--- src/common/rv_isa_pkg.sv ---
`default_nettype none

package rv_isa_pkg;

    typedef logic [31:0] word_t;
    typedef logic [31:0] inst_t;
    typedef logic [4:0]  reg_idx_t;
    typedef logic [11:0] csr_addr_t;
    typedef logic [2:0]  funct3_t;
    typedef logic [6:0]  funct7_t;
    typedef logic [4:0]  shamt_t;

    typedef enum logic [6:0] {
        opc_lui    = 7'b0110111,
        opc_auipc  = 7'b0010111,
        opc_jal    = 7'b1101111,
        opc_jalr   = 7'b1100111,
        opc_branch = 7'b1100011,
        opc_load   = 7'b0000011,
        opc_store  = 7'b0100011,
        opc_op_imm = 7'b0010011,
        opc_op     = 7'b0110011,
        opc_system = 7'b1110011
    } opcode_t;

    localparam funct3_t f3_add_sub = 3'b000; // Also JALR and BEQ
    localparam funct3_t f3_sll     = 3'b001;
    localparam funct3_t f3_slt     = 3'b010;
    localparam funct3_t f3_sltu    = 3'b011;
    localparam funct3_t f3_xor     = 3'b100;
    localparam funct3_t f3_srl_sra = 3'b101;
    localparam funct3_t f3_or      = 3'b110;
    localparam funct3_t f3_and     = 3'b111;
    localparam funct3_t f3_bne     = 3'b001;
    localparam funct3_t f3_word    = 3'b010; // LW and SW
    localparam funct3_t f3_csrrw   = 3'b001;

    localparam funct7_t funct7_base = 7'b0000000;
    localparam funct7_t funct7_alt  = 7'b0100000; // SUB and SRA

    localparam inst_t ecall_inst  = 32'h0000_0073;
    localparam inst_t ebreak_inst = 32'h0010_0073;
    localparam inst_t mret_inst   = 32'h3020_0073;

    localparam csr_addr_t csr_mstatus = 12'h300;
    localparam csr_addr_t csr_mtvec   = 12'h305;
    localparam csr_addr_t csr_mepc    = 12'h341;
    localparam csr_addr_t csr_mcause  = 12'h342;

    localparam word_t ecall_cause = 32'd11; // Environment call from M-mode

endpackage

`default_nettype wire

--- src/common/core_pkg.sv ---
`default_nettype none

package core_pkg;

    import rv_isa_pkg::*;

    localparam word_t reset_pc   = 32'h8000_0000;
    localparam int    dmem_words = 256;
    localparam word_t dmem_base  = 32'h8000_1000;

    typedef logic [$clog2(dmem_words)-1:0] dmem_idx_t;

    typedef enum logic [3:0] {
        add,
        sub,
        sll,
        slt,
        sltu,
        xor_op,
        srl,
        sra,
        or_op,
        and_op,
        pass_b
    } alu_op_t;

    typedef enum logic [1:0] {
        alu,
        mem,
        pc_plus4,
        csr
    } wb_sel_t;

    typedef enum logic {
        a_rs1,
        a_pc
    } a_sel_t;

    typedef struct packed {
        logic    reg_wen;
        logic    mem_wen;
        logic    mem_ren;
        logic    csr_wen;
        logic    is_jal;
        logic    is_jalr;
        logic    is_branch;
        logic    branch_ne; // Set for BNE, clear for BEQ
        logic    is_ecall;
        logic    is_mret;
        logic    is_ebreak;
        alu_op_t alu_op;
        a_sel_t  a_sel;
        logic    b_is_imm;
        wb_sel_t wb_sel;
    } ctrl_t;

    typedef struct packed {
        word_t    pc;
        inst_t    inst;
        reg_idx_t rd;
        logic     rd_wen;
        word_t    rd_value;
        word_t    next_pc;
    } retire_t;

endpackage

`default_nettype wire

--- src/source/decoder.sv ---
`timescale 1ns/1ps
`default_nettype none

module decoder
    import rv_isa_pkg::*;
    import core_pkg::*;
(
    input  inst_t     inst,
    output reg_idx_t  rs1,
    output reg_idx_t  rs2,
    output reg_idx_t  rd,
    output word_t     imm,
    output csr_addr_t csr_addr,
    output ctrl_t     ctrl
);

    opcode_t opcode;
    funct3_t funct3;
    funct7_t funct7;
    word_t   imm_i;
    word_t   imm_s;
    word_t   imm_b;
    word_t   imm_u;
    word_t   imm_j;
    logic    shift_imm;
    logic    alt_ok;

    function automatic alu_op_t alu_from_f3(funct3_t f3, logic alt);
        alu_op_t sel;
        case (f3)
            f3_add_sub: sel = alt ? sub : add;
            f3_sll:     sel = sll;
            f3_slt:     sel = slt;
            f3_sltu:    sel = sltu;
            f3_xor:     sel = xor_op;
            f3_srl_sra: sel = alt ? sra : srl;
            f3_or:      sel = or_op;
            f3_and:     sel = and_op;
            default:    sel = add;
        endcase
        return sel;
    endfunction

    assign opcode   = opcode_t'(inst[6:0]);
    assign funct3   = inst[14:12];
    assign funct7   = inst[31:25];
    assign rs1      = inst[19:15];
    assign rs2      = inst[24:20];
    assign rd       = inst[11:7];
    assign csr_addr = inst[31:20];

    assign imm_i = {{20{inst[31]}}, inst[31:20]};
    assign imm_s = {{20{inst[31]}}, inst[31:25], inst[11:7]};
    assign imm_b = {{19{inst[31]}}, inst[31], inst[7], inst[30:25], inst[11:8], 1'b0};
    assign imm_u = {inst[31:12], 12'b0};
    assign imm_j = {{11{inst[31]}}, inst[31], inst[19:12], inst[20], inst[30:21], 1'b0};

    assign shift_imm = (funct3 == f3_sll) || (funct3 == f3_srl_sra);
    // SUB and SRA/SRAI are the only legal uses of the alternate funct7
    assign alt_ok    = (funct7 == funct7_alt) && ((funct3 == f3_add_sub) || (funct3 == f3_srl_sra));

    always_comb begin
        ctrl        = '0; // Unknown encodings fall through as a no-op
        ctrl.alu_op = add;
        ctrl.a_sel  = a_rs1;
        ctrl.wb_sel = alu;
        imm         = imm_i;
        case (opcode)
            opc_lui: begin
                imm           = imm_u;
                ctrl.reg_wen  = 1'b1;
                ctrl.b_is_imm = 1'b1;
                ctrl.alu_op   = pass_b;
            end
            opc_auipc: begin
                imm           = imm_u;
                ctrl.reg_wen  = 1'b1;
                ctrl.a_sel    = a_pc;
                ctrl.b_is_imm = 1'b1;
            end
            opc_jal: begin
                imm          = imm_j;
                ctrl.reg_wen = 1'b1;
                ctrl.is_jal  = 1'b1;
                ctrl.wb_sel  = pc_plus4;
            end
            opc_jalr: begin
                if (funct3 == f3_add_sub) begin
                    ctrl.reg_wen  = 1'b1;
                    ctrl.is_jalr  = 1'b1;
                    ctrl.b_is_imm = 1'b1;
                    ctrl.wb_sel   = pc_plus4;
                end
            end
            opc_branch: begin
                imm = imm_b;
                if ((funct3 == f3_add_sub) || (funct3 == f3_bne)) begin
                    ctrl.is_branch = 1'b1;
                    ctrl.branch_ne = (funct3 == f3_bne);
                    ctrl.alu_op    = sub; // Zero result means equal
                end
            end
            opc_load: begin
                if (funct3 == f3_word) begin
                    ctrl.reg_wen  = 1'b1;
                    ctrl.mem_ren  = 1'b1;
                    ctrl.b_is_imm = 1'b1;
                    ctrl.wb_sel   = mem;
                end
            end
            opc_store: begin
                imm = imm_s;
                if (funct3 == f3_word) begin
                    ctrl.mem_wen  = 1'b1;
                    ctrl.b_is_imm = 1'b1;
                end
            end
            opc_op_imm: begin
                if (!shift_imm || (funct7 == funct7_base) || alt_ok) begin
                    ctrl.reg_wen  = 1'b1;
                    ctrl.b_is_imm = 1'b1;
                    ctrl.alu_op   = alu_from_f3(funct3, shift_imm && funct7[5]);
                end
            end
            opc_op: begin
                if ((funct7 == funct7_base) || alt_ok) begin
                    ctrl.reg_wen = 1'b1;
                    ctrl.alu_op  = alu_from_f3(funct3, funct7 == funct7_alt);
                end
            end
            opc_system: begin
                if (inst == ecall_inst) begin
                    ctrl.is_ecall = 1'b1;
                end else if (inst == mret_inst) begin
                    ctrl.is_mret = 1'b1;
                end else if (inst == ebreak_inst) begin
                    ctrl.is_ebreak = 1'b1;
                end else if (funct3 == f3_csrrw) begin
                    ctrl.reg_wen = 1'b1;
                    ctrl.csr_wen = 1'b1;
                    ctrl.wb_sel  = csr;
                end
            end
            default: begin
            end
        endcase
    end

endmodule

`default_nettype wire

--- src/source/alu.sv ---
`timescale 1ns/1ps
`default_nettype none

module alu
    import rv_isa_pkg::*;
    import core_pkg::*;
(
    input  alu_op_t op,
    input  a_sel_t  a_sel,
    input  logic    b_is_imm,
    input  word_t   pc,
    input  word_t   rs1_value,
    input  word_t   rs2_value,
    input  word_t   imm,
    output word_t   result
);

    word_t  a;
    word_t  b;
    shamt_t shamt;

    assign a     = (a_sel == a_pc) ? pc : rs1_value;
    assign b     = b_is_imm ? imm : rs2_value;
    assign shamt = b[4:0];

    always_comb begin
        case (op)
            add:     result = a + b;
            sub:     result = a - b;
            sll:     result = a << shamt;
            slt:     result = {31'b0, $signed(a) < $signed(b)};
            sltu:    result = {31'b0, a < b};
            xor_op:  result = a ^ b;
            srl:     result = a >> shamt;
            sra:     result = word_t'($signed(a) >>> shamt);
            or_op:   result = a | b;
            and_op:  result = a & b;
            pass_b:  result = b; // LUI
            default: result = '0;
        endcase
    end

endmodule

`default_nettype wire

--- config.mk ---
export PLATFORM = sky130hd
export DESIGN_NAME = decoder
export DESIGN_NICKNAME = d
export VERILOG_FILES = /design/src/common/rv_isa_pkg.sv /design/src/common/core_pkg.sv /design/src/source/decoder.sv /design/src/source/alu.sv
export SDC_FILE = /design/constraint.sdc
export NUM_CORES = 1
export LEC_CHECK = 0
export BUFFER_PORTS_ARGS = -buffer_cell sky130_fd_sc_hd__clkbuf_2
export CAP_MARGIN = 10
export CORE_ASPECT_RATIO = 0.8
export CORE_UTILIZATION = 41
export DETAILED_ROUTE_END_ITERATION = 8
export GPL_TIMING_DRIVEN = 0
export PLACE_DENSITY = 0.9
export SETUP_SLACK_MARGIN = 0.4
export SLEW_MARGIN = 20
export SYNTH_ARGS = -nofsm -noshare
export SYNTH_HDL_FRONTEND = slang
export SYNTH_SLANG_ARGS = --single-unit
--- constraint.sdc ---
create_clock -name vclk -period 2.2
set_input_delay 0.22 -clock vclk [all_inputs]
set_output_delay 0.22 -clock vclk [all_outputs]
set_load 0.1 [all_outputs]
==> run metrics, run 1 <==
most common library cells after synthesis=sky130_fd_sc_hd__buf_4, sky130_fd_sc_hd__a21o_1, sky130_fd_sc_hd__nor2b_1, sky130_fd_sc_hd__nor2_1, sky130_fd_sc_hd__nor3_1; Die X-Extent=59.9 um; dpl hpwl=3360 um; cell count after synthesis=156; die height=48.3 um; status=aborted with a tool error; DP Cell Count=300; count of input and output buffers=108; post-synth design cell area=1100 um^2; total I/O pin count=110; last stage the flow got to=clock tree synthesis (4_1_cts); num rows=16; initial standard-cell utilization of the core=44.0%; ranking of synthesized cells by area=sky130_fd_sc_hd__buf_4, sky130_fd_sc_hd__a21o_1, sky130_fd_sc_hd__nor2b_1; cts repair resizes=160; biggest area consumer among synthesized cells=sky130_fd_sc_hd__buf_4; Synth cell types=50; setup bufs post-CTS=10; part of the Yosys area used for sequential elements=0%; area share of the largest cell type after synthesis=19.8%; Post-Synthesis Net Count=188; syn avg cell area=7.05 um^2; cts hold-fix bufs=0; RePlAce Congestion=0.946; most used standard cell by instance count after synthesis=sky130_fd_sc_hd__buf_4; tool error=[ERROR DPL-0038] Utilization greater than 100%, impossible to legalize; synth warn=0
-- per-stage QoR --
stage | cell area (um^2) | TNS, ns | setup WS [ns]
3_3_place_gp | 1920 | -0.225 | -0.0600
2_1_floorplan | 1340 | -1.03 | -0.308
3_5_place_dp | 1920 | -0.328 | -0.103
-- logic make-up after synthesis --
group | share of synthesized area, %
AO/OA/AOI/OAI | 30.3
XOR/XNOR | 1.59
buffers and inverters | 25.5
multiplexers | 1.02
AND/OR/NAND/NOR | 41.6
==> run 2, diff against run 1 <==
CORE_AREA = 2 2 63 65   (was not set)
CORE_ASPECT_RATIO = not set   (was 0.8)
CORE_UTILIZATION = not set   (was 41)
DIE_AREA = 0 0 65 67   (was not set)
PLACE_DENSITY = not set   (was 0.9)
PLACE_DENSITY_LB_ADDON = 0.15   (was not set)
SETUP_SLACK_MARGIN = not set   (was 0.4)
==> run metrics, run 2 <==
status=complete, no violations (was aborted with a tool error); CP max-delay cell=sky130_fd_sc_hd__or4_1; pin count of the biggest net entering global routing=11; Seq cells=0; routed vias=1495; data arrival time of the worst path=1.89 ns; Floorplan Core Area=3610 um^2; synth warn=0 (unchanged); Overflow after GRT=0; DRC viols=0; first-pass GRT wire length=6030 um; number of antenna repair diodes=0; num rows=22 (was 16); crit share post-route=96.0%; Die X-Extent=65 um (was 59.9 um); highest attainable clock frequency=0.473 GHz; cts hold-fix bufs=0 (unchanged); DP Cell Count=312 (was 300); final layout net count=298; Largest delay share family, worst path=simple AND/OR/NAND/NOR gates; transition time of the tightest slew-check pin=0.614 ns; DR pass1 iterations=4; post-route antenna net violation count=0; part of the Yosys area used for sequential elements=0% (unchanged); worst max-slew margin expressed relative to the limit=58.8%; min-delay worst type=in2out; total power density per cell area=392 nW/um^2; number of maximum-capacitance violations=0; post-synth design cell area=1100 um^2 (unchanged); most common library cells after synthesis=sky130_fd_sc_hd__buf_4, sky130_fd_sc_hd__a21o_1, sky130_fd_sc_hd__nor2b_1, sky130_fd_sc_hd__nor2_1, sky130_fd_sc_hd__nor3_1 (unchanged); area growth from synthesis to layout=71.8%; biggest area consumer among synthesized cells=sky130_fd_sc_hd__buf_4 (unchanged); CP Buf/Inv Count=3; cell count after synthesis=156 (unchanged); most used standard cell by instance count after synthesis=sky130_fd_sc_hd__buf_4 (unchanged); peak supply drop=0.000185 V; type of destination of the critical path=primary output; dpl ws=-0.222 ns (was -0.103 ns); Post-Synthesis Net Count=188 (unchanged); count of input and output buffers=108 (unchanged); critical path's most frequent cell=sky130_fd_sc_hd__clkbuf_2; aggregate negative setup slack=0 ns; number of antenna violations at the first check in global routing=0; highest cell delay on the worst timing path=0.48 ns; unrepaired setup endpoints after global routing=no; Finished Core Util=52.4%; post-DR wirelength/cell=12.9 um; initial standard-cell utilization of the core=30.5% (was 44.0%); Final Critical Period=2.11 ns; cells along the critical path=clkbuf_2, or3_1, or4_1, clkinv_2, or3_2, clkbuf_2; number of failing setup endpoints in the final timing report=0; via count of the first global-routing pass=1249; RePlAce Congestion=0.853 (was 0.946); die height=67 um (was 48.3 um); count of non-filler cells in the finished layout=312; setup bufs post-CTS=0 (was 10); syn avg cell area=7.05 um^2 (unchanged); count of final hold-check violations=0; number of clock buffers in the layout=0; most common library cell in the layout ignoring fill and taps=sky130_fd_sc_hd__clkbuf_2; worst-path maximum fanout=4; type of element launching the critical path=input pin; leakage=1.06 nW; DRC marker count from the first detailed-route iteration=30; WP data required=1.98 ns; total I/O pin count=110 (unchanged); Seq. cell area=0 um^2; full die area=4360 um^2; overall routing resource usage=17.0%; total routed wirelength=4020 um; most frequent cells in the layout=sky130_fd_sc_hd__clkbuf_2, sky130_fd_sc_hd__buf_4, sky130_fd_sc_hd__a21o_1; dpl hpwl=3450 um (was 3360 um); number of slew-limit violations in the final report=0; area share of the largest cell type after synthesis=19.8% (unchanged); final critical-path setup slack=0.0881 ns; CP Class=in2out; Synth cell types=50 (unchanged); fraction of layout instances using a drive strength above 1=67.0%; ranking of synthesized cells by area=sky130_fd_sc_hd__buf_4, sky130_fd_sc_hd__a21o_1, sky130_fd_sc_hd__nor2b_1 (unchanged); via-per-instance ratio=4.79
## run 2: cell counts after synthesis
Identical to the previous run, type by type.
## run 2: area by class of cell
class              count  area [um^2]
fillers              377         1720
multi-input cells    114          963
repair buffers       108          562
plain buffers         37          284
well taps             48         60.1
inverters              5         20.0
## run 2: stage by stage
stage | instance area (um^2) | total power [mW] | hold WS (ns)
after detailed placement | 1860 | 0.742 | 0.903
after floorplan | 1260 | 0.619 | 0.652
final | 1890 | 0.741 | 0.902
after CTS | 1880 | 0.743 | 0.903
after global placement | 1860 | 0.741 | 0.903
after global routing | 1890 | 0.766 | 0.909
## run 2: cells by family (layout without fill, tap and decap cells)
family                 after synthesis  in the layout  synth area share [%]
buffers and inverters               42            150                  25.5
AO/OA/AOI/OAI                       43             43                  30.3
AND/OR/NAND/NOR                     68             68                  41.6
XOR/XNOR                             2              2                  1.59
multiplexers                         1              1                  1.02
## run 2: power by group
part           switching [mW]  total, mW  internal, mW  leakage, nW
Sequential                  0          0             0            0
Clock                       0          0             0            0
Combinational           0.593      0.741         0.148         1.06
## run 2: final timing paths
kind | end | cells past startpoint | start | slack (ns)
max | ctrl[1] | 6 | inst[14] | 0.09
min | csr_addr[10] | 2 | inst[30] | 0.90
## run 2: routing by layer
layer	GRT usage, %	share of wire [%]
met1	21.7	42
met2	32.2	50
met3	2.03	7.7
met4	0	0
met5	0	0
## run 2: what timing repair did
action | in CTS | in global routing
endpoints found under the setup margin | 9 | 5
endpoints found under the hold margin | 0 | 0
resized for setup | 5 | 9
Note: power is estimated with default switching activity, not from simulation.
==> run 3, diff against run 2 <==
clock period = 2.6 ns   (was 2.2 ns; I/O delays follow)
==> run metrics, run 3 (synthesis results as in run 2) <==
type of element launching the critical path=input pin (unchanged); routed metal-1 wire length=1760 um (was 1700 um); setup bufs post-CTS=0 (unchanged); total met3 wirelength after detailed routing=210 um (was 309 um); min-delay worst type=in2out (unchanged); cts hold-fix bufs=0 (unchanged); DRC marker count from the first detailed-route iteration=43 (was 30); count of final hold-check violations=0 (unchanged); total I/O pin count=110 (unchanged); count of input and output buffers=108 (unchanged); dpl hpwl=3350 um (was 3450 um); pin count of the biggest net entering global routing=11 (unchanged); most common library cell in the layout ignoring fill and taps=sky130_fd_sc_hd__clkbuf_2 (unchanged); area growth from synthesis to layout=61.7% (was 71.8%); final layout net count=298 (unchanged); RePlAce Congestion=0.777 (was 0.853); num rows=22 (unchanged); switching power of the nets=0.496 mW (was 0.593 mW); first-pass GRT wire length=6050 um (was 6030 um); number of slew-limit violations in the final report=0 (unchanged); overall routing resource usage=16.8% (was 17.0%); aggregate negative setup slack=0 ns (unchanged); fin area=1780 um^2 (was 1890 um^2); routed vias=1487 (was 1495); Comb power frac=100.0% (about the same); leakage=1.03 nW (was 1.06 nW); fraction of layout instances using a drive strength above 1=64.8% (was 67.0%); Seq. cell area=0 um^2 (unchanged); Filler Cell Count=390 (was 377); full die area=4360 um^2 (unchanged); number of antenna violations at the first check in global routing=0 (unchanged); peak supply drop=0.000250 V (was 0.000185 V); number of maximum-capacitance violations=0 (unchanged); final critical-path setup slack=0.276 ns (was 0.0881 ns); Flop pwr share=0% (about the same); cell internal power dissipation=0.120 mW (was 0.148 mW); most frequent cells in the layout=sky130_fd_sc_hd__clkbuf_2, sky130_fd_sc_hd__buf_4, sky130_fd_sc_hd__a21o_1 (unchanged); worst-path maximum fanout=6 (was 4); total placed instance area=1780 um^2 (was 1860 um^2); worst max-slew margin expressed relative to the limit=57.0% (was 58.8%); number of antenna repair diodes=0 (unchanged); DRC viols=0 (unchanged); data arrival time of the worst path=2.06 ns (was 1.89 ns); unrepaired setup endpoints after global routing=no (unchanged); DP Cell Count=312 (unchanged); die height=67 um (unchanged); type of destination of the critical path=primary output (unchanged); CP Class=in2out (unchanged); met2 wirelength from detailed routing=1910 um (was 2010 um); crit share post-route=89.4%; proportion of total power due to net switching=80.5% (was 80.0%); part of the power in the clock network=0% (about the same); Floorplan Core Area=3610 um^2 (unchanged); DR pass1 iterations=4 (unchanged); cts repair resizes=0 (was 5); dpl ws=0.254 ns (was -0.222 ns); total power density per cell area=347 nW/um^2 (was 392 nW/um^2); Highest Signal Layer=met3 (unchanged); area of the multi-input gates=872 um^2 (was 963 um^2); startpoint of the worst setup timing path=inst[1] (was inst[14]); Overflow after GRT=0 (unchanged); post-DR wirelength/cell=12.4 um (was 12.9 um); Seq cells=0 (unchanged); number of failing setup endpoints in the final timing report=0 (unchanged); total routed wirelength=3880 um (was 4020 um); number of clock buffers in the layout=0 (unchanged); count of non-filler cells in the finished layout=312 (unchanged); transition time of the tightest slew-check pin=0.640 ns (was 0.614 ns); Die X-Extent=65 um (unchanged); via-per-instance ratio=4.77 (was 4.79); via count of the first global-routing pass=1221 (was 1249); WP data required=2.34 ns (was 1.98 ns); status=complete, no violations (unchanged); initial standard-cell utilization of the core=30.5% (unchanged); worst setup path end=ctrl[18] (was ctrl[1]); highest attainable clock frequency=0.430 GHz; post-route antenna net violation count=0 (unchanged); Final Critical Period=2.32 ns
[run 3: changes by cell type in the layout (fill, tap and decap cells not counted), sizes merged]
| cell | previous run | this run |
|---|---|---|
| buf | 37 | 35 |
| clkbuf | 108 | 110 |
[run 3: worst max-delay path, cell delays in order]
cell                       delay [ns]
sky130_fd_sc_hd__clkbuf_2        0.13
sky130_fd_sc_hd__nand3_1         0.32
sky130_fd_sc_hd__or4_1           0.66
sky130_fd_sc_hd__clkinv_4        0.08
sky130_fd_sc_hd__nor2_1          0.05
sky130_fd_sc_hd__o211ai_1        0.08
sky130_fd_sc_hd__clkbuf_2        0.48
[run 3: layout make-up]
cell class         count  share of cell area [%]
multi-input cells    114                    49.0
repair buffers       108                    30.4
plain buffers         37                    15.8
well taps             48                    3.38
inverters              5                    1.34
[run 3: stage by stage]
stage / hold WS, ns / total power, mW / util (%)
3_3_place_gp: 0.982 / 0.617 / 49.3
2_1_floorplan: 0.732 / 0.515 / -
4_1_cts: 0.984 / 0.619 / 49.3
3_5_place_dp: 0.983 / 0.618 / 49.3
6_report: 0.982 / 0.617 / 49.3
5_1_grt: 0.989 / 0.638 / 49.3
[run 3: worst min-delay path by stage]
stage / startpoint / to / cells past startpoint
3_3_place_gp: inst[30] / csr_addr[10] / 2
2_1_floorplan: inst[20] / csr_addr[0] / 1
5_1_grt: inst[30] / csr_addr[10] / 2
3_5_place_dp: inst[30] / csr_addr[10] / 2
6_report: inst[30] / csr_addr[10] / 2
4_1_cts: inst[30] / csr_addr[10] / 2
[run 3: per-layer routing]
| layer | vias to the layer above | track usage, % |
|---|---|---|
| met2 | 48 | 30.4 |
| met3 | 0 | 0.507 |
| met1 | 679 | 23.5 |
| met4 | 0 | 0 |
| li1 | 760 | - |
| met5 | - | 0 |
[run 3: power by group through the flow]
stage / logic (mW) / registers, mW / clock network (mW)
3_5_place_dp: 0.618 / 0 / 0
3_3_place_gp: 0.617 / 0 / 0
4_1_cts: 0.619 / 0 / 0
5_1_grt: 0.638 / 0 / 0
6_report: 0.617 / 0 / 0
2_1_floorplan: 0.515 / 0 / 0
