File: src/common/rv_isa_pkg.sv
`default_nettype none

package rv_isa_pkg;

    typedef logic [31:0] word_t;
    typedef logic [31:0] inst_t;
    typedef logic [4:0]  reg_idx_t;
    typedef logic [11:0] csr_addr_t;
    typedef logic [2:0]  funct3_t;
    typedef logic [6:0]  funct7_t;
    typedef logic [4:0]  shamt_t;

    typedef enum logic [6:0] {
        opc_lui    = 7'b0110111,
        opc_auipc  = 7'b0010111,
        opc_jal    = 7'b1101111,
        opc_jalr   = 7'b1100111,
        opc_branch = 7'b1100011,
        opc_load   = 7'b0000011,
        opc_store  = 7'b0100011,
        opc_op_imm = 7'b0010011,
        opc_op     = 7'b0110011,
        opc_system = 7'b1110011
    } opcode_t;

    localparam funct3_t f3_add_sub = 3'b000; // Also JALR and BEQ
    localparam funct3_t f3_sll     = 3'b001;
    localparam funct3_t f3_slt     = 3'b010;
    localparam funct3_t f3_sltu    = 3'b011;
    localparam funct3_t f3_xor     = 3'b100;
    localparam funct3_t f3_srl_sra = 3'b101;
    localparam funct3_t f3_or      = 3'b110;
    localparam funct3_t f3_and     = 3'b111;
    localparam funct3_t f3_bne     = 3'b001;
    localparam funct3_t f3_word    = 3'b010; // LW and SW
    localparam funct3_t f3_csrrw   = 3'b001;

    localparam funct7_t funct7_base = 7'b0000000;
    localparam funct7_t funct7_alt  = 7'b0100000; // SUB and SRA

    localparam inst_t ecall_inst  = 32'h0000_0073;
    localparam inst_t ebreak_inst = 32'h0010_0073;
    localparam inst_t mret_inst   = 32'h3020_0073;

    localparam csr_addr_t csr_mstatus = 12'h300;
    localparam csr_addr_t csr_mtvec   = 12'h305;
    localparam csr_addr_t csr_mepc    = 12'h341;
    localparam csr_addr_t csr_mcause  = 12'h342;

    localparam word_t ecall_cause = 32'd11; // Environment call from M-mode

endpackage

`default_nettype wire

File: src/source/csr_file.sv
`timescale 1ns/1ps
`default_nettype none

module csr_file
    import rv_isa_pkg::*;
(
    input  logic      clk,
    input  logic      rst_n,
    input  csr_addr_t addr,
    input  logic      wen,
    input  word_t     wdata,
    input  logic      ecall,
    input  word_t     pc,
    output word_t     rdata,
    output word_t     mepc,
    output word_t     mtvec
);

    word_t mcause;
    word_t mstatus;

    always_ff @(posedge clk) begin
        if (!rst_n) begin
            mepc    <= '0;
            mcause  <= '0;
            mstatus <= '0;
            mtvec   <= '0;
        end else if (ecall) begin
            mepc   <= pc; // Trap returns to the ECALL itself
            mcause <= ecall_cause;
        end else if (wen) begin
            case (addr)
                csr_mepc:    mepc    <= wdata;
                csr_mcause:  mcause  <= wdata;
                csr_mstatus: mstatus <= wdata;
                csr_mtvec:   mtvec   <= wdata;
                default: begin
                end
            endcase
        end
    end

    always_comb begin
        case (addr)
            csr_mepc:    rdata = mepc;
            csr_mcause:  rdata = mcause;
            csr_mstatus: rdata = mstatus;
            csr_mtvec:   rdata = mtvec;
            default:     rdata = '0;
        endcase
    end

endmodule

`default_nettype wire

File: config.mk
export PLATFORM = sky130hd
export DESIGN_NAME = csr_file
export DESIGN_NICKNAME = d
export VERILOG_FILES = /design/src/common/rv_isa_pkg.sv /design/src/source/csr_file.sv
export SDC_FILE = /design/constraint.sdc
export NUM_CORES = 1
export LEC_CHECK = 0
export BUFFER_PORTS_ARGS = -buffer_cell sky130_fd_sc_hd__buf_2
export CAP_MARGIN = 20
export CORE_MARGIN = 10
export CORE_UTILIZATION = 40
export DETAILED_ROUTE_END_ITERATION = 10
export PLACE_DENSITY = 0.72
export SYNTH_ARGS = -nofsm -noshare
export SYNTH_HDL_FRONTEND = slang
export SYNTH_SLANG_ARGS = --single-unit
File: constraint.sdc
create_clock -name clk -period 1.45 [get_ports clk]
set_input_delay 0.0725 -clock clk [delete_from_list [all_inputs] [get_ports clk]]
set_output_delay 0.0725 -clock clk [all_outputs]
set_load 0.005 [all_outputs]
== After elaboration in Yosys (flattened, before gate mapping) ==
Index checks and enable logic that the tools add are counted.

* Add/sub/neg operators: 0
* $mul: 0
* Divide/modulo/power cells: 0
* Order comparisons: 0
* Equal/unequal tests: 4
* Shift-type cells: 0
* Muxes and demuxes: 7
* Bitwise logic cells: 2
* Reduce and logical (&&, ||, !) cells: 9

{| class="wikitable"
|+ Operators with widths
! cell !! number
|-
| 32-bit one-hot mux with 4 select lines || 1
|-
| 32-bit two-way mux || 3
|-
| 12-bit by 10-bit equality test with 1-bit output, second input constant || 4
|-
| 4-bit two-way mux || 3
|-
| 2-bit AND reduction || 3
|-
| 3-bit AND reduction || 2
|-
| 2-bit nonzero test || 3
|-
| 1-bit inverter || 2
|-
| 2-bit OR reduction || 1
|}

* Register bits: 128
* Latch bits: 0
* Bits in writable memories: 0
* ROM bits: 0
* Bits of input ports: 80
* Logic and storage cells: 27
* Memories kept: 0

== Longest topological paths before layout ==
Gate-level depths: netlist (run 1).

* Word-level depth: 4
* Gate-level depth with buffers: 7
* Gate-level depth less buffers: 4

== Least setup slack after synthesis (run 1) ==
No wires, ideal clock.

* Path kind: input -> register
* From: input addr[3]
* To: register mstatus[7]
* Data arrival time: 1.308 ns
* Required time: 1.378 ns
* Setup slack: 0.070 ns
* Cell stages on the path: 7
* Buffers on the path: 3
* Path through: nor4_2 -> buf_4 -> nand2_1 -> nor4_2 -> buf_4 -> buf_6 -> mux2i_1

* Word-level cells in the longest chain between the ends: 2

{| class="wikitable"
|+ Ends and longest elaborated chain
! item !! RTL line !! text
|-
| start, declared || csr_file.sv:9 || <nowiki>input csr_addr_t addr,</nowiki>
|-
| 12-bit by 10-bit equality test with 1-bit output || csr_file.sv:32 || <nowiki>case (addr)</nowiki>
|-
| 3-bit AND reduction (no source line) || - ||
|-
| end signal, assigned || csr_file.sv:35 || <nowiki>csr_mstatus: mstatus <= wdata;</nowiki>
|-
| end, declared || csr_file.sv:20 || <nowiki>word_t mstatus;</nowiki>
|}

Every way passes these cells.
A chain may end at the register's enable or synchronous reset.

== Worst setup path in the final report (run 1) ==
* From: input addr[3]
* To: output rdata[20]

* Word-level cells in the longest chain between the ends: 2
* Elaborated cells on any way between the ends: 5
* Classes of those cells: eq/ne: 4; mux: 1

{| class="wikitable"
|+ Ends and longest elaborated chain
! item !! RTL line !! text
|-
| 12-bit by 10-bit equality test with 1-bit output || csr_file.sv:44 || <nowiki>case (addr)</nowiki>
|-
| 32-bit one-hot mux with 4 select lines (*) || csr_file.sv:44 ||
|-
| end, declared || csr_file.sv:14 || <nowiki>output word_t rdata,</nowiki>
|}

Mark *: on every way between the ends. The rest lies on a longest branch, timed or not.

==> qor.yml, run 1 <==
synth_cell_type_count: 30
grt_first_pass_wirelength_um: 30800
setup_viol: 0
holdPathStages: 4
ioPinCount: 176
period_share_pct: 98.5
ys_seq_area_share_pct: 44.3
finalClockSkew_ps: 0
switchingPower_mw: 1.87
min_path_type: "input pin to flip-flop"
worstReg2RegStart: "mepc[8]"
synthFlopType: "dfxtp_1"
synth_area_mm2: 0.00579
total_power_mw: 8.35
internal_power_mw: 6.48
cts_tree: "built"
ir_drop_v: 0.000745
cts_max_level: 4
yosysWarningCount: 0
die_w_um: 140
antenna_found_initial: 0
min_from: "pc[17]"
power_leakage_nw: 3.85
required_ps: 1380
multi_input_area_mm2: 0.00306
drc_errors: 0
path_clk_slew_ps: 50
r2r_end: "mepc[8]"
antenna-diode-count: 0
slew_headroom_pct: 74.2
area_delta_synth_final_pct: 44.4
yosysTopAreaCell: "dfxtp_1"
ys_top_cells_by_area: "dfxtp_1 (44%), mux2i_1 (19%), a22oi_1 (8.2%), nand2_1 (7.4%), o21ai_1 (4.1%)"
fin_ws_ps: 22.0
synth_enable_flop_cells: 0
syn_nets: 703
vias: 5669
power.share.switching_pct: 22.4
via_per_inst: 5.38
fin_area_mm2: 0.00836
reg2reg_depth: 3
tns_ps: 0
insertion_delay_ps: 410
period_needed_ps: 1430
gr-usage-all-layers_pct: 19.3
drtPass1Iterations: 5
register_area_mm2: 0.00256
die_h_um: 140
start_util_pct: 41.2
cts_buffer_depth: 2
grt_max_degree: 64
worstPathArrival_ps: 1360
grt_pass1_vias: 5805
io_buffers: 175
most-common-layout-cells: "buf_2 (172), dfxtp_1 (126), nand2_1 (113), mux2i_1 (108), a22oi_1 (52)"
placeableCoreArea_mm2: 0.0140
worst_pin_slew_ps: 385
cap_violations: 0
std_cell_rows: 43
powerDensity_mw_per_mm2: 998
rsz0062_at_grt: "yes"
wl_um: 19700
final_common_cell: "buf_2"
final-hold-violation-count: 0
first_iter_violations: 426
p_comb_share_pct: 8.4
cts-root-buf: "clkbuf_16"
synth_async_sr_flop_share_pct: 0
place.gp.congestion: 0.799
utilization_pct: 59.5
numCtsBuffers: 17
hold_end: "mepc[17]"
pwr-share-clk_pct: 48.1
worstPathMaxFanout: 5
status: "finished clean"
wl_per_cell_um: 18.7
antenna_left: 0
end_kind: "output port"
ys_ff_latch: 128
final_max_slew_viol_count: 0
place_area_mm2: 0.00712
fill_cells: 1163
hpwlAfterDp_um: 13600
yosysTopAreaCellShare_pct: 44.3
syn_area_per_cell_um2: 9.29
start_kind: "input pin"
dieArea_mm2: 0.0197
preCtsSetupSlack_ps: -135
layout-drive-gt1-share_pct: 32.3
cts_sinks: 128
fin_nets: 944
grt_remaining_overflow: 0
seqPwrFrac_pct: 43.5
crit_type: "input pin to output port"
rrSetupSlack_ps: 570
syn_inst: 623
max_freq_mhz: 700
==> cells in the mapped netlist (2+ instances only) <==
library cell  count
a21oi_1           5
a22oi_1          63
a32oi_1           7
and3_1            2
and4bb_1          3
buf_2            13
buf_4             3
buf_6             2
buf_8             2
clkbuf_1         34
dfxtp_1         128
inv_2             2
mux2i_1         108
nand2_1         114
nand3_1          12
nand4_1           5
nor2_1           34
nor4_2            3
o211a_1          22
o21ai_0           3
o21ai_1          47
o311a_1           3
==> critical path, stage by stage <==
cell and delay (ps):
buf_2 100, nor4_2 250, buf_4 170, and3_4 270, clkbuf_16 170, a22oi_1 80
o21ai_1 80, buf_2 140
==> how the worst max path moves through the flow <==
stage,to,slack (ps),cells after the start,startpoint
finish,rdata[20],20,8,addr[3]
global placement,mstatus[14],-90,7,addr[3]
floorplan,mstatus[7],70,7,addr[3]
detailed placement,mstatus[5],-130,7,addr[3]
CTS,rdata[13],-3,8,addr[11]
global route,rdata[11],-30,8,addr[3]
==> repair_timing <==
| item | 4_1_cts | 5_1_grt |
|---|---|---|
| setup endpoints to repair | 28 | 32 |
| gates resized for setup | 7 | 29 |
| pin swaps | 0 | 11 |
| endpoints found under the hold margin | 124 | 0 |
| setup buffers | 2 | 1 |
| cloned | 0 | 1 |
| hold buffers | 49 | 0 |
==> kinds of logic (layout without fill, tap and decap cells) <==
| kind of cell | after synthesis | count (layout) | share of synthesized area [%] |
|---|---|---|---|
| muxes | 108 | 108 | 18.7 |
| DFF | 128 | 128 | 44.3 |
| and+or+nand+nor | 178 | 178 | 13.7 |
| AOI/OAI and AO/OA | 152 | 152 | 18.6 |
| buffers and inverters | 57 | 308 | 4.82 |
==> area by class of cell <==
class | instances | share of cell area, %
clock buffer | 24 | 6.00
clock inverter | 5 | 0.658
inverter | 3 | 0.135
multi-input combinational | 438 | 36.7
sequential | 128 | 30.7
tap | 180 | 2.69
timing repair buffer | 276 | 23.2
==> registers in the layout, summed over array words and instances (netlist names) <==
| signal | cells |
|---|---|
| mstatus | 32 |
| mepc | 32 |
| mtvec | 32 |
| mcause | 32 |
==> power groups by stage <==
stage | registers [mW] | clock network (mW) | logic, mW
after floorplan | 3.70 | 0 | 0.265
after global placement | 3.70 | 0 | 0.569
after detailed placement | 3.70 | 0 | 0.575
after CTS | 3.62 | 4.08 | 0.682
after global routing | 3.63 | 4.25 | 0.760
final | 3.63 | 4.02 | 0.699
==> per-layer routing <==
layer	up-vias	part of all wire, %	routed length [µm]	GRT usage (%)
li1	2744	-	-	-
met5	-	0	0	0
met3	33	7.1	1400	6.15
met4	0	2.5	491	7.01
met2	219	51	9960	33.6
met1	2673	40	7810	21.4
==> per-stage QoR <==
| stage | instances | hold WS, ps |
|---|---|---|
| 2_1_floorplan | 623 | 216 |
| 3_3_place_gp | 972 | 320 |
| 3_5_place_dp | 972 | 333 |
| 4_1_cts | 1052 | 0.00877 |
| 5_1_grt | 1054 | 3.72 |
| 6_report | 1054 | 16.4 |
Note: power is estimated with default switching activity, not from simulation.
==> run 2, diff against run 1 <==
--- a/config.mk
+++ b/config.mk
@@ -5,12 +5,12 @@
 export SDC_FILE = /design/constraint.sdc
 export NUM_CORES = 1
 export LEC_CHECK = 0
-export BUFFER_PORTS_ARGS = -buffer_cell sky130_fd_sc_hd__buf_2
+export BUFFER_PORTS_ARGS = -buffer_cell sky130_fd_sc_hd__buf_4
 export CAP_MARGIN = 20
 export CORE_MARGIN = 10
 export CORE_UTILIZATION = 40
 export DETAILED_ROUTE_END_ITERATION = 10
-export PLACE_DENSITY = 0.72
+export PLACE_DENSITY = 0.7
 export SYNTH_ARGS = -nofsm -noshare
 export SYNTH_HDL_FRONTEND = slang
 export SYNTH_SLANG_ARGS = --single-unit
==> constraint.sdc (replaced) <==
create_clock -name clk -period 1.8 [get_ports clk]
set_input_delay 0.09 -clock clk [delete_from_list [all_inputs] [get_ports clk]]
set_output_delay 0.09 -clock clk [all_outputs]
set_load 0.005 [all_outputs]
==> qor.yml, run 2 (synthesis gave the netlist of run 1 again) <==
max_freq_mhz: 591
cts_max_level: 4  # unchanged
place.gp.congestion: 0.868  # +8.7%
std_cell_rows: 43  # unchanged
first_iter_violations: 421  # -1.2%
cts_tree: "built"
cts_resized: 0  # -7
cts-root-buf: "clkbuf_16"
finalClockSkew_ps: 0  # unchanged
dp_cells: 954  # -1.9%
die_w_um: 140  # unchanged
hold_slack_ps: 16.9  # +0.446 ps
numCtsBuffers: 17  # unchanged
via_per_inst: 5.56  # +3.4%
wl_um: 20800  # +5.6%
powerDensity_mw_per_mm2: 823  # -18%
required_ps: 2160  # +780 ps
gr-usage-all-layers_pct: 20.4  # +1.2 points
power.share.switching_pct: 22.3  # -0.073 points
start_util_pct: 41.2  # unchanged
setup_viol: 0  # unchanged
holdPathStages: 3  # -1
final_common_cell: "buf_4"
layout.cells.non_filler: 1034  # -1.9%
grt_first_pass_wirelength_um: 32200  # +4.5%
grt_pass1_vias: 5916  # +1.9%
internal_power_mw: 5.40  # -17%
dieArea_mm2: 0.0197  # unchanged
wl_per_cell_um: 20.1  # +7.6%
drtPass1Iterations: 5  # unchanged
cts_buffer_depth: 2  # unchanged
period_needed_ps: 1690
utilization_pct: 60.1  # +0.58 points
crit_type: "input pin to flip-flop"
start_kind: "input pin"
hpwlAfterDp_um: 14700  # +7.6%
min_path_type: "input pin to flip-flop"
rsz0062_at_grt: "no"
ir_drop_v: 0.000739  # -0.86%
cts_sinks: 128  # unchanged
final-hold-violation-count: 0  # unchanged
antenna_found_initial: 3  # +3
worstPathArrival_ps: 2050  # +690 ps
die_h_um: 140  # unchanged
ioPinCount: 176  # unchanged
grt_remaining_overflow: 0  # unchanged
antenna_left: 0  # unchanged
worst_pin_slew_ps: 537  # +152 ps
status: "finished clean"
grt_max_degree: 88  # +38%
power_leakage_nw: 3.78  # -1.8%
io_buffers: 175  # unchanged
period_share_pct: 94.0
drc_errors: 0  # unchanged
fin_nets: 919  # -2.6%
final_max_slew_viol_count: 0  # unchanged
worstPathMaxFanout: 7  # +2
layout-drive-gt1-share_pct: 28.6  # -3.7 points
insertion_delay_ps: 420  # about the same
tns_ps: 0  # unchanged
end_kind: "flip-flop"
seqPwrFrac_pct: 42.1  # -1.4 points
placeableCoreArea_mm2: 0.0140  # unchanged
vias: 5748  # +1.4%
area_delta_synth_final_pct: 45.8
slew_headroom_pct: 64.1  # -10 points
switchingPower_mw: 1.55  # -17%
reg2reg_depth: 4  # +1
path_clk_slew_ps: 60  # about the same
cap_violations: 0  # unchanged
p_comb_share_pct: 8.8  # +0.4 points
most-common-layout-cells: "buf_4 (199), dfxtp_1 (128), nand2_1 (114), mux2i_1 (108), a22oi_1 (63)"
pwr-share-clk_pct: 49.1  # +1.0 points
[run 2: cell types whose count changed in the layout (fill, tap and decap cells not counted), sizes merged]
| cell | change |
|---|---|
| clkinv | +4 |
| dlygate4sd3 | -3 |
| diode | +3 |
| bufinv | +2 |
| clkinvlp | +1 |
| buf | -21 |
| clkbuf | -6 |
[run 2: area by class of cell]
class	instances	area [µm²]
antenna	3	7.51
clock buffer	19	443
clock inverter	12	143
fill	1193	5600
inverter	3	11.3
multi-input combinational	438	2980
sequential	128	2560
tap	180	225
timing repair buffer	251	2070
[run 2: stage by stage]
step,instance area [µm²],setup WS (ps),power [mW]
finish,8440,108,6.95
global route,8440,34.9,7.19
CTS,8430,137,7.00
detailed placement,7390,101,3.51
global placement,7390,154,3.50
floorplan,5790,403,3.19
[run 2: metal layers]
metal	GRT usage, %	up-vias	part of all wire, %
met4	9.35	0	2.9
li1	-	2695	-
met1	22.0	2788	39
met5	0	-	0
met2	35.8	225	51
met3	6.15	40	7.1
[run 2: worst max-delay path: stages]
cell,delay [ps]
buf_4,130
and4bb_1,390
buf_4,170
nand4_1,430
o21ai_1,270
dlygate4sd3_1,560
[run 2: power by group through the flow]
stage	sequential (mW)	clock, mW	combinational [mW]
after global routing	2.93	3.60	0.658
after floorplan	2.98	0	0.213
after CTS	2.93	3.46	0.610
after global placement	2.98	0	0.515
final	2.93	3.41	0.611
after detailed placement	2.99	0	0.527
[run 2: path summary, 6_finish.rpt]
| check | start | slack [ps] | endpoint |
|---|---|---|---|
| setup / recovery | addr[2] | 110 | mepc[31] |
| hold / removal | rst_n | 20 | mtvec[4] |
| setup reg to reg | mepc[8] | 480 | mepc[8] |
| hold reg to reg | mstatus[4] | 460 | mstatus[4] |
[run 2: repair_timing]
| item | CTS | global route |
|---|---|---|
| setup buffers | 0 | 0 |
| hold endpoints to repair | 116 | 0 |
| endpoints found under the setup margin | 0 | 0 |
| hold buffers | 46 | 0 |
==> run 3, diff against run 2 <==
--- a/config.mk
+++ b/config.mk
@@ -7,7 +7,6 @@
 export LEC_CHECK = 0
 export BUFFER_PORTS_ARGS = -buffer_cell sky130_fd_sc_hd__buf_4
 export CAP_MARGIN = 20
-export CORE_MARGIN = 10
 export CORE_UTILIZATION = 40
 export DETAILED_ROUTE_END_ITERATION = 10
 export PLACE_DENSITY = 0.7
==> qor.yml, run 3 (synthesis gave the netlist of run 1 again) <==
start_kind: "input pin"
cts-root-buf: "clkbuf_16"
die_w_um: 122  # -13%
final_max_slew_viol_count: 0  # unchanged
hpwlAfterDp_um: 13000  # -11%
vias: 5682  # -1.1%
first_iter_violations: 352  # -16%
cts_max_level: 4  # unchanged
period_share_pct: 96.3  # +2.3 points
dp_cells: 954  # unchanged
status: "finished clean"
io_buffers: 175  # unchanged
most-common-layout-cells: "buf_4 (198), dfxtp_1 (128), nand2_1 (114), mux2i_1 (108), a22oi_1 (63)"
power_leakage_nw: 3.77  # -0.37%
final-hold-violation-count: 0  # unchanged
antenna_found_initial: 0  # -3
placeableCoreArea_mm2: 0.0140  # -0.38%
worst_pin_slew_ps: 451  # -85.3 ps
grt_pass1_vias: 5782  # -2.3%
crit_type: "input pin to output port"
wl_um: 18900  # -9.0%
min_path_type: "input pin to flip-flop"
worstPathMaxFanout: 10  # +3
antenna-diode-count: 0  # -3
grt_max_degree: 73  # -17%
dieArea_mm2: 0.0150  # -24%
max_freq_mhz: 577  # -2.4%
layout-drive-gt1-share_pct: 28.5  # -0.084 points
cap_violations: 0  # unchanged
fin_nets: 917  # -0.22%
std_cell_rows: 43  # unchanged
place.gp.congestion: 0.852  # -1.9%
via_per_inst: 5.52  # -0.76%
rrSetupSlack_ps: 510  # +30 ps
path_clk_slew_ps: 60  # about the same
start_util_pct: 41.4  # +0.16 points
wl_per_cell_um: 18.3  # -8.6%
grt_first_pass_wirelength_um: 29300  # -9.2%
ir_drop_v: 0.000608  # -18%
numCtsBuffers: 17  # unchanged
drc_errors: 0  # unchanged
finalClockSkew_ps: 0  # unchanged
cts_buffer_depth: 2  # unchanged
rsz0062_at_grt: "no"
area_delta_synth_final_pct: 45.6
required_ps: 1710  # -450 ps
powerDensity_mw_per_mm2: 828  # +0.58%
insertion_delay_ps: 410  # about the same
slew_headroom_pct: 69.8  # +5.7 points
ioPinCount: 176  # unchanged
antenna_left: 0  # unchanged
drtPass1Iterations: 6  # +1
tns_ps: 0  # unchanged
final_common_cell: "buf_4"
die_h_um: 122  # -13%
cts_tree: "built"
period_needed_ps: 1730  # +41.4 ps
worstPathArrival_ps: 1640  # -410 ps
fill_cells: 1163  # -2.5%
layout.cells.non_filler: 1030  # -0.39%
grt_remaining_overflow: 0  # unchanged
setup_viol: 0  # unchanged
end_kind: "output port"
gr-usage-all-layers_pct: 25.6  # +5.2 points
cts_sinks: 128  # unchanged
-- run 3: changes by cell type in the layout (fill, tap and decap cells not counted), sizes merged --
cell / change
dlygate4sd3: -2
clkbuf: +3
clkinvlp: +1
clkinv: -3
diode: -3
-- run 3: metal layers --
| metal | track usage (%) | part of all wire, % | vias up |
|---|---|---|---|
| li1 | - | - | 2687 |
| met5 | 0 | 0 | - |
| met4 | 12.0 | 3.1 | 0 |
| met3 | 5.02 | 5.2 | 46 |
| met2 | 44.7 | 50 | 227 |
| met1 | 29.9 | 41 | 2722 |
-- run 3: through the flow --
step | area (µm²) | utilization (%) | total power, mW | setup WS (ps) | hold WS (ps)
after floorplan | 5790 | - | 3.19 | 403 | 234
final | 8430 | 60.3 | 6.98 | 66.6 | 30.8
after detailed placement | 7390 | 52.8 | 3.50 | 45.9 | 346
after global placement | 7390 | 52.8 | 3.48 | 38.5 | 334
after CTS | 8430 | 60.3 | 7.01 | 32.8 | 12.5
after global routing | 8430 | 60.3 | 7.20 | 15.6 | 31.6
-- run 3: final timing paths --
| kind | startpoint | endpoint | depth (start not counted) |
|---|---|---|---|
| worst min register to register | mstatus[6] | mstatus[6] | 2 |
| worst max register to register | mepc[25] | mepc[25] | 3 |
| worst min-delay path | pc[8] | mepc[8] | 4 |
| worst max-delay path | addr[11] | rdata[4] | 8 |
-- run 3: worst max-delay path: stages --
cell and delay, ps:
buf_4 110, nor4bb_1 360, buf_4 250, and3_1 250, buf_4 220, a22oi_1 110, o21ai_1 120, buf_4 140
-- run 3: power breakdown --
| group | total, mW | internal (mW) | switching (mW) |
|---|---|---|---|
| registers | 2.92 | 2.88 | 0.0398 |
| logic | 0.601 | 0.326 | 0.276 |
| clock network | 3.46 | 2.24 | 1.22 |
-- run 3: area by class of cell --
| cell class | instances | area, µm² | share of cell area [%] |
|---|---|---|---|
| Multi-Input combinational cell | 438 | 2980 | 35.3 |
| Timing Repair Buffer | 249 | 2060 | 24.4 |
| Sequential cell | 128 | 2560 | 30.4 |
| Tap cell | 180 | 225 | 2.67 |
| Clock inverter | 10 | 135 | 1.60 |
| Inverter | 3 | 11.3 | 0.134 |
| Clock buffer | 22 | 464 | 5.51 |
-- run 3: timing repair --
action / CTS / global route
resized for setup: 0 / 1
hold buffers: 44 / 0
setup endpoints to repair: 0 / 9
hold endpoints to repair: 108 / 0
setup buffers: 0 / 0
